$ cat src/prng_clearing_macros.svh
/*
 * Clearing PRNG constants
 * Widths, reset seed, LFSR feedback mask and permutation multipliers
 */

`ifndef PRNG_CLEARING_MACROS_SVH
`define PRNG_CLEARING_MACROS_SVH

// Width of the LFSR state and of each wipe share
`define PRNG_WIDTH 64

// One entropy word, half of the LFSR width
`define ENTROPY_WIDTH 32

// State after reset, also used in place of an all-zero seed
`define PRNG_DEFAULT_SEED 64'hc851_f9a2_367e_0db4

// Galois feedback mask for x^64 + x^63 + x^61 + x^60 + 1
// Taps sit on bits 63, 62, 60 and 59 of the right-shifting state
`define PRNG_LFSR_POLY 64'hd800_0000_0000_0000

// Aligned permutation in front of the S-box layer
// Output bit (i * mult) mod 64 takes input bit i
`define PRNG_STATE_PERM_MULT 13

// Permutation behind the S-box layer, same rule
`define PRNG_OUT_PERM_MULT 7

// Share 1 is share 0 permuted with this multiplier
`define PRNG_SHARE_PERM_MULT 29

`endif

$ cat src/prng_clearing_pkg.sv
/*
 * Clearing PRNG package
 * Word types, the seed union, the PRINCE S-box and the bit permutation
 */

`include "prng_clearing_macros.svh"

package prng_clearing_pkg;

  // LFSR state and one wipe share
  typedef logic [`PRNG_WIDTH-1:0] prng_word_t;

  // One word from the entropy source
  typedef logic [`ENTROPY_WIDTH-1:0] entropy_word_t;

  // Single S-box input or output
  typedef logic [3:0] nibble_t;

  // Seed as seen by the entropy buffer
  // First entropy word lands in the upper half
  typedef struct packed {
    entropy_word_t hi;
    entropy_word_t lo;
  } seed_halves_t;

  // Buffer writes the halves, the LFSR reads the whole word
  typedef union packed {
    prng_word_t   word;
    seed_halves_t halves;
  } seed_word_u;

  // PRINCE S-box, entry 0 in the lowest nibble
  // Forward order B F 3 2 A C 9 1 6 7 8 0 E 5 D 4
  localparam logic [15:0][3:0] prince_sbox_table = {
    4'h4, 4'hd, 4'h5, 4'he,
    4'h0, 4'h8, 4'h7, 4'h6,
    4'h1, 4'h9, 4'hc, 4'ha,
    4'h2, 4'h3, 4'hf, 4'hb
  };

  // Nonlinear map of one nibble
  function automatic nibble_t prince_sbox(nibble_t in_nibble);
    return prince_sbox_table[in_nibble];
  endfunction

  // Aligned bit permutation
  // An odd multiplier is coprime to 64, so every target bit is hit once
  function automatic prng_word_t bit_permute(prng_word_t in_word, int unsigned mult);
    prng_word_t out_word;
    out_word = '0;
    for (int unsigned i = 0; i < `PRNG_WIDTH; i++) begin
      out_word[(i * mult) % `PRNG_WIDTH] = in_word[i];
    end
    return out_word;
  endfunction

endpackage

$ cat src/clearing_lfsr.sv
/*
 * Clearing LFSR
 * 64-bit Galois XOR LFSR with seed load and zero-seed guard
 * Output goes through a permutation, PRINCE S-boxes and a second permutation
 */

`include "prng_clearing_macros.svh"

module clearing_lfsr (
  input  logic                          clk_i,
  input  logic                          rst_ni,

  // Seed load, takes priority over stepping
  input  logic                          seed_en_i,
  input  prng_clearing_pkg::seed_word_u seed_i,

  // Step enable
  input  logic                          lfsr_en_i,

  // Nonlinear output word
  output prng_clearing_pkg::prng_word_t rand_o
);

  localparam int unsigned NumNibbles = `PRNG_WIDTH / 4;

  prng_clearing_pkg::prng_word_t state_d, state_q;

  // Next state for one Galois step
  prng_clearing_pkg::prng_word_t step_state;

  // Seed after the zero check
  prng_clearing_pkg::prng_word_t load_state;

  // Output network stages
  prng_clearing_pkg::prng_word_t perm_state;
  prng_clearing_pkg::prng_word_t sbox_state;

  // Shift right, fold the dropped bit back in through the tap mask
  always_comb begin
    step_state = {1'b0, state_q[`PRNG_WIDTH-1:1]};
    if (state_q[0]) begin
      step_state = step_state ^ `PRNG_LFSR_POLY;
    end
  end

  // All-zero state would lock up the LFSR
  always_comb begin
    load_state = seed_i.word;
    if (seed_i.word == '0) begin
      load_state = `PRNG_DEFAULT_SEED;
    end
  end

  // Load wins over step
  // Top level never raises both together anyway
  always_comb begin
    state_d = state_q;
    if (seed_en_i) begin
      state_d = load_state;
    end else if (lfsr_en_i) begin
      state_d = step_state;
    end
  end

  always_ff @(posedge clk_i or negedge rst_ni) begin
    if (!rst_ni) begin
      state_q <= `PRNG_DEFAULT_SEED;
    end else begin
      state_q <= state_d;
    end
  end

  // Spread neighbouring state bits over different S-boxes
  assign perm_state = prng_clearing_pkg::bit_permute(state_q, `PRNG_STATE_PERM_MULT);

  // Nonlinear layer, one PRINCE S-box per nibble
  for (genvar n = 0; n < NumNibbles; n++) begin : gen_sbox
    assign sbox_state[4*n +: 4] = prng_clearing_pkg::prince_sbox(perm_state[4*n +: 4]);
  end

  // Mix the S-box outputs across the word
  assign rand_o = prng_clearing_pkg::bit_permute(sbox_state, `PRNG_OUT_PERM_MULT);

endmodule

$ cat src/entropy_buffer.sv
/*
 * Entropy buffer
 * Joins two 32-bit entropy words into one 64-bit seed
 * and flags the seed as valid together with the second word
 */

module entropy_buffer (
  input  logic                            clk_i,
  input  logic                            rst_ni,

  // Entropy handshake, request comes from the top level
  input  logic                            entropy_req_i,
  input  logic                            entropy_ack_i,
  input  prng_clearing_pkg::entropy_word_t entropy_i,

  // Seed towards the LFSR
  output prng_clearing_pkg::seed_word_u   seed_o,
  output logic                            seed_valid_o
);

  // Upper half of the seed, waiting for the second word
  prng_clearing_pkg::entropy_word_t half_q;

  // Set once the upper half is held
  logic half_valid_d, half_valid_q;

  // Ack counts only while entropy is actually requested
  logic accept;

  // Stray acks without a request are dropped here
  assign accept = entropy_req_i & entropy_ack_i;

  // First accepted word sets the flag, second one clears it
  always_comb begin
    half_valid_d = half_valid_q;
    if (accept) begin
      half_valid_d = ~half_valid_q;
    end
  end

  always_ff @(posedge clk_i or negedge rst_ni) begin
    if (!rst_ni) begin
      half_valid_q <= 1'b0;
    end else begin
      half_valid_q <= half_valid_d;
    end
  end

  // Only the first word of a pair is stored
  always_ff @(posedge clk_i) begin
    if (accept && !half_valid_q) begin
      half_q <= entropy_i;
    end
  end

  // Seed is complete in the cycle of the second accepted word
  assign seed_valid_o = accept & half_valid_q;

  // Stored word on top, live word below
  always_comb begin
    seed_o.halves.hi = half_q;
    seed_o.halves.lo = entropy_i;
  end

endmodule

$ cat src/prng_clearing.sv
/*
 * Clearing PRNG top level
 * Arbitrates data against reseed requests and supplies two wipe shares
 * Share 1 is a fixed bit permutation of share 0
 */

`include "prng_clearing_macros.svh"

module prng_clearing (
  input  logic                             clk_i,
  input  logic                             rst_ni,

  // Wipe data consumer
  input  logic                             data_req_i,
  output logic                             data_ack_o,
  output prng_clearing_pkg::prng_word_t    data_share0_o,
  output prng_clearing_pkg::prng_word_t    data_share1_o,

  // Reseed request from the consumer
  input  logic                             reseed_req_i,
  output logic                             reseed_ack_o,

  // Entropy source
  output logic                             entropy_req_o,
  input  logic                             entropy_ack_i,
  input  prng_clearing_pkg::entropy_word_t entropy_i
);

  // Seed from the buffer and its strobe
  prng_clearing_pkg::seed_word_u seed;
  logic                          seed_valid;

  // LFSR controls
  logic lfsr_en;
  logic seed_en;

  // Reseed has priority
  // Data is held off for the whole reseed
  assign data_ack_o = data_req_i & ~reseed_req_i;

  // One step per accepted data word
  assign lfsr_en = data_ack_o;

  // Entropy is requested as long as the reseed is pending
  assign entropy_req_o = reseed_req_i;

  // Seed load and reseed ack share the second-word strobe
  assign seed_en      = seed_valid;
  assign reseed_ack_o = seed_valid;

  // Pairs up the two entropy words
  entropy_buffer u_entropy_buffer (
    .clk_i         ( clk_i         ),
    .rst_ni        ( rst_ni        ),
    .entropy_req_i ( entropy_req_o ),
    .entropy_ack_i ( entropy_ack_i ),
    .entropy_i     ( entropy_i     ),
    .seed_o        ( seed          ),
    .seed_valid_o  ( seed_valid    )
  );

  // LFSR with its nonlinear output network
  clearing_lfsr u_clearing_lfsr (
    .clk_i     ( clk_i         ),
    .rst_ni    ( rst_ni        ),
    .seed_en_i ( seed_en       ),
    .seed_i    ( seed          ),
    .lfsr_en_i ( lfsr_en       ),
    .rand_o    ( data_share0_o )
  );

  // Second share for masked key and state registers
  // Fixed wiring, no extra logic
  assign data_share1_o =
    prng_clearing_pkg::bit_permute(data_share0_o, `PRNG_SHARE_PERM_MULT);

endmodule

$ cat config.mk
export PLATFORM = sky130hd
export DESIGN_NAME = prng_clearing
export DESIGN_NICKNAME = d
export VERILOG_FILES = /design/src/prng_clearing_pkg.sv /design/src/clearing_lfsr.sv /design/src/entropy_buffer.sv /design/src/prng_clearing.sv
export VERILOG_INCLUDE_DIRS = /design/src /design/src/src
export SDC_FILE = /design/constraint.sdc
export NUM_CORES = 1
export LEC_CHECK = 0
export ABC_CLOCK_PERIOD_IN_PS = 2200
export BUFFER_PORTS_ARGS = -buffer_cell sky130_fd_sc_hd__buf_2
export CAP_MARGIN = 15
export CORE_MARGIN = 5
export CORE_UTILIZATION = 49
export DETAILED_ROUTE_END_ITERATION = 6
export GPL_TIMING_DRIVEN = 1
export PLACE_DENSITY = 0.82
export SKIP_CTS_REPAIR_TIMING = 1
export SLEW_MARGIN = 20
export SYNTH_ARGS = -nofsm -noshare
export SYNTH_HDL_FRONTEND = slang
export SYNTH_SLANG_ARGS = --single-unit
$ cat constraint.sdc
create_clock -name clk_i -period 2.2 [get_ports clk_i]
set_input_delay 0.44 -clock clk_i [delete_from_list [all_inputs] [get_ports clk_i]]
set_output_delay 0.44 -clock clk_i [all_outputs]
set_load 0.1 [all_outputs]
# After elaboration in Yosys (flattened, before gate mapping)

Memory sizes are Yosys's and may differ from the RTL's.
Cells that the tools add are included.

Register bits: 97
Bits in read-only memories: 1024
Logic and storage cells: 65
Memories: 16

Magnitude comparators: 16
Multiplexer cells: 20
Bitwise logic cells: 6
Reduce and logical (&&, ||, !) cells: 4

Memories:

| name             | depth | width | rd ports | clocked after Yosys merged registers in | wr ports | line                    | RTL |
|---|---|---|---|---|---|---|---|
| (name not given) | 16    | 4     | 1        | 0                                       | 0        | prng_clearing_pkg.sv:43 | `return prince_sbox_table[in_nibble];` |
| (name not given) | 16    | 4     | 1        | 0                                       | 0        | prng_clearing_pkg.sv:43 |  |
| (name not given) | 16    | 4     | 1        | 0                                       | 0        | prng_clearing_pkg.sv:43 |  |
| (name not given) | 16    | 4     | 1        | 0                                       | 0        | prng_clearing_pkg.sv:43 |  |
| (name not given) | 16    | 4     | 1        | 0                                       | 0        | prng_clearing_pkg.sv:43 |  |
| (name not given) | 16    | 4     | 1        | 0                                       | 0        | prng_clearing_pkg.sv:43 |  |
| 10 more memories | -     | -     | -        | -                                       | -        | -                       |  |

Operator list:

| cell                                                                          | number |
|---|---|
| 64-bit 2-to-1 mux                                                             | 4 |
| 4-bit by 5-bit less-than comparator with 1-bit output (second input constant) | 16 |
| 64-bit logical NOT                                                            | 1 |
| 4-bit 2-to-1 mux                                                              | 16 |
| 3-bit NOT with 4-bit output                                                   | 1 |
| 1-bit AND                                                                     | 3 |
| 1-bit NOT                                                                     | 2 |
| 2-bit nonzero test                                                            | 1 |
| 1-bit logical AND                                                             | 1 |
| 1-bit logical NOT                                                             | 1 |

# Logic depth before layout (Yosys ltp)

Depth in word-level cells: 4
Depth in mapped cells: 6
Gate-level depth less buffers: 5

# Hierarchy

Synthesis repeated with hierarchy kept, for this count alone.

Cells, all modules: 722
Area, all modules: 7111.8 um2

Modules (own cells, without submodules):

| module         | times used | cells an instance | area each (um2) | sequential area each (um2) |
|---|---|---|---|---|
| clearing_lfsr  | 1          | 587               | 5360.1          | 1641.6 |
| entropy_buffer | 1          | 69                | 1249.9          | 985.9 |
| prng_clearing  | 1          | 66                | 501.7           | 0.0 |

# Least setup slack after synthesis

No wires, ideal clock.

Kind: register to output
Start: reg u_clearing_lfsr.state_q[33]
End: out data_share1_o[36]
Arrival time: 2.993 ns
Setup slack: -1.233 ns
Stages on the path, launching flop included: 6
Buffers on the path: 1
Cell sequence: dfstp_2 > inv_1 > ha_1 > mux2i_1 > a21oi_1 > buf_4

Cells in the longest elaborated chain, start to end: 2

RTL lines:

| what                                   | line                    | RTL |
|---|---|---|
| start: declaration                     | clearing_lfsr.sv:26     | `prng_clearing_pkg::prng_word_t state_d, state_q;` |
| start signal: assignment               | clearing_lfsr.sv:67     | `` state_q <= `PRNG_DEFAULT_SEED; `` |
| start signal: assignment               | clearing_lfsr.sv:69     | `state_q <= state_d;` |
| memory read 16 x 4 bit                 | -                       |  |
| 4-bit 2-to-1 mux (not written as such) | prng_clearing_pkg.sv:43 |  |
| end: declaration                       | prng_clearing.sv:17     | `output prng_clearing_pkg::prng_word_t data_share1_o,` |

Every way passes these cells. The select of a mux whose other input is x is not followed.

# Worst setup path in the final report

Start: reg u_clearing_lfsr.state_q[28]
End: out data_share0_o[9]

Cells in the longest elaborated chain, start to end: 2

RTL lines:

| what                                   | line                    | RTL |
|---|---|---|
| memory read 16 x 4 bit                 | -                       |  |
| 4-bit 2-to-1 mux (not written as such) | prng_clearing_pkg.sv:43 |  |
| end: declaration                       | prng_clearing.sv:16     | `output prng_clearing_pkg::prng_word_t data_share0_o,` |

Every way passes these cells. The select of a mux whose other input is x is not followed.

==> summary.md <==
- **Tmin final** 2.42 ns
- **TritonCTS sink count** 97
- **number of antenna violations at the first check in global routing** 0
- **failing checks** DRC, setup timing
- **Hold/Removal Path Class** in -> async
- **Async SR Flop Fraction** 67.0%
- **most frequent cells in the layout** sky130_fd_sc_hd__nand2_1 (149), sky130_fd_sc_hd__nor2_1 (79), sky130_fd_sc_hd__buf_4 (68)
- **cell area after technology mapping** 6870 um2
- **number of instances in the synthesized netlist** 778
- **count of distinct cell types in the synthesized netlist** 33
- **H-tree lvl count** 3
- **Crit. End Element** primary output
- **most common cell after layout, fill and taps aside** sky130_fd_sc_hd__nand2_1
- **clock insertion delay at the later pin of the skew report** 0.35 ns
- **quantity of I/O buffers inserted on ports** 167
- **Synth warnings** 0
- **setup-violating endpoint count in the final report** 31
- **Routed WL** 19.6 mm
- **FF-to-FF path depth** 5
- **global-route wire length before repair** 27.9 mm
- **Final Slew Violations** 0
- **ratio of cells with drive above 1 in the final layout** 47.3%
- **final RePlAce weighted congestion** 0.903
- **GRT Resource Usage Total** 21.1%
- **total clock buffers created by CTS** 9
- **Overflow after GRT** 0
- **layout-stage area growth over the synthesis result** 40.5%
- **final hold vios** 0
- **Die H** 128 um
- **crit-path max FO** 5
- **vias per inst** 5.75
- **HPWL after detailed placement** 13.6 mm
- **total via count in the routed design** 6187
- **remaining number of nets flagged by the antenna check after routing** 0
- **mean instance size in the synthesized netlist** 8.83 um2
- **Pre-Repair DR Iteration Count** 7
- **Syn Nets** 879
- **Root Buffer** sky130_fd_sc_hd__clkbuf_16
- **crit path setup slack, layout** -0.222 ns
- **share of the clock period used by the worst path after layout** 110%
- **Die ar.** 16500 um2
- **worst clock skew** 0.00938 ns
- **Max-Cap Viols** 0
- **I/O pin total** 168
- **Least-Margin Pin Slew** 0.505 ns
- **maximum frequency from static timing analysis** 413 MHz
- **required time at the endpoint of the critical path** 1.76 ns
- **number of synthesized flops with an enable pin** 32
- **area inside the core boundary** 13800 um2
- **fill cell total of the finished layout** 912
- **deepest clock path buffer count** 2
- **routed wire length per instance** 18.2 um
- **Post-layout nets** 992
- **data arrival time of the critical path** 1.98 ns
- **row count** 43
- **die width** 128 um
- **drt initial violations** 657
- **Worst Path Class, Setup** reg -> out
- **clock edge transition at the registers on the reported setup and hold paths** 0.07 ns
- **diodes inserted** 0
- **pin count of the biggest net entering global routing** 125
- **part of the Yosys area used for sequential elements** 38.2%
- **RSZ-0062 raised after global routing** yes
- **post-route design area** 9650 um2
- **type of element launching the critical path** flip-flop
- **residual DRC count** 8
- **CTS tree** done
- **Relative slew margins** 66.3%
- **effective utilization at floorplan** 49.7%
- **flip-flop and latch count after synthesis** 97
- **main flop type after synthesis** sky130_fd_sc_hd__dfrtp_1
- **result of the run** complete, but fails checks
- **via count of the first global-routing pass** 5490
- **post-place instance area** 8360 um2
## final timing paths
path,slack (ns),endpoint,from
worst max register to register,0.21,u_clearing_lfsr.state_q[63],u_entropy_buffer.half_q[8]
worst min register to register,0.54,u_clearing_lfsr.state_q[48],u_clearing_lfsr.state_q[48]
max in group asynchronous,1.76,u_clearing_lfsr.state_q[63],rst_ni
worst max-delay path,-0.22,data_share0_o[9],u_clearing_lfsr.state_q[28]
min in group clk_i,0.32,u_entropy_buffer.half_q[30],entropy_i[30]
worst min-delay path,0.1,u_clearing_lfsr.state_q[31],rst_ni
## per-layer routing
metal	up-vias	routed length (um)	GRT usage (%)
met3	44	1620	3.15
li1	2819	-	-
met5	-	0	0
met2	348	10100	36.1
met4	0	505	6.43
met1	2976	7430	27.8
## synthesized netlist by cell type, drive strengths merged (9+ instances only)
library cell,number,area (um2)
a31oi,31,194
a32oi,30,263
nand2,150,563
mux2i,15,150
nor2,94,353
a21oi,25,125
clkbuf,51,191
dfstp,32,841
edfxtp,32,961
mux4,10,225
inv,51,191
ha,64,801
buf,76,556
mux2,9,101
nor4,16,106
dfrtp,33,826
o22a,9,78.8
o21ai,11,55.1
## through the flow
stage	std cells	TNS (ns)	hold slack, ns	setup slack [ns]	utilization (%)
5_1_grt	1076	-6.53	0.132	-0.247	69.8
2_1_floorplan	778	-1.26	0.144	-0.237	-
6_report	1076	-4.85	0.0951	-0.222	69.8
3_5_place_dp	1027	-0.0301	0.486	-0.0144	60.5
3_3_place_gp	1027	0	0.482	0.102	60.5
4_1_cts	1043	-9.80	0.119	-0.300	62.4
## worst max-delay path, cell delays in order, from the launching register on
cell,delay (ns)
sky130_fd_sc_hd__dfstp_2,0.60
sky130_fd_sc_hd__ha_1,0.18
sky130_fd_sc_hd__nor2_1,0.07
sky130_fd_sc_hd__a21o_1,0.17
sky130_fd_sc_hd__a221o_4,0.43
sky130_fd_sc_hd__buf_12,0.18
## registers in the layout, summed over array words and instances (netlist names)
name	flops
u_clearing_lfsr.state_q	64
u_entropy_buffer.half_q	32
u_entropy_buffer.half_valid_q	1
## cells by family after synthesis
family | Yosys count | share of synthesized area (%)
fa+ha+maj | 64 | 11.7
compound gates | 127 | 13.0
xor+xnor | 4 | 0.510
flops | 97 | 38.2
simple gates | 274 | 16.0
buf+inv | 178 | 13.7
mux | 34 | 6.94
## cell type report
class	instances	area, um2	share of cell area [%]
sequential	97	2640	27.4
clock inverter	6	33.8	0.350
multi-input combinational	503	4070	42.2
clock buffer	10	229	2.37
inverter	51	191	1.98
timing repair buffer	229	2260	23.4
tap	180	225	2.33
Power is left out: the tool's default activity adds up to more than one toggle a clock period on the data nets, which glitch-free logic cannot reach.
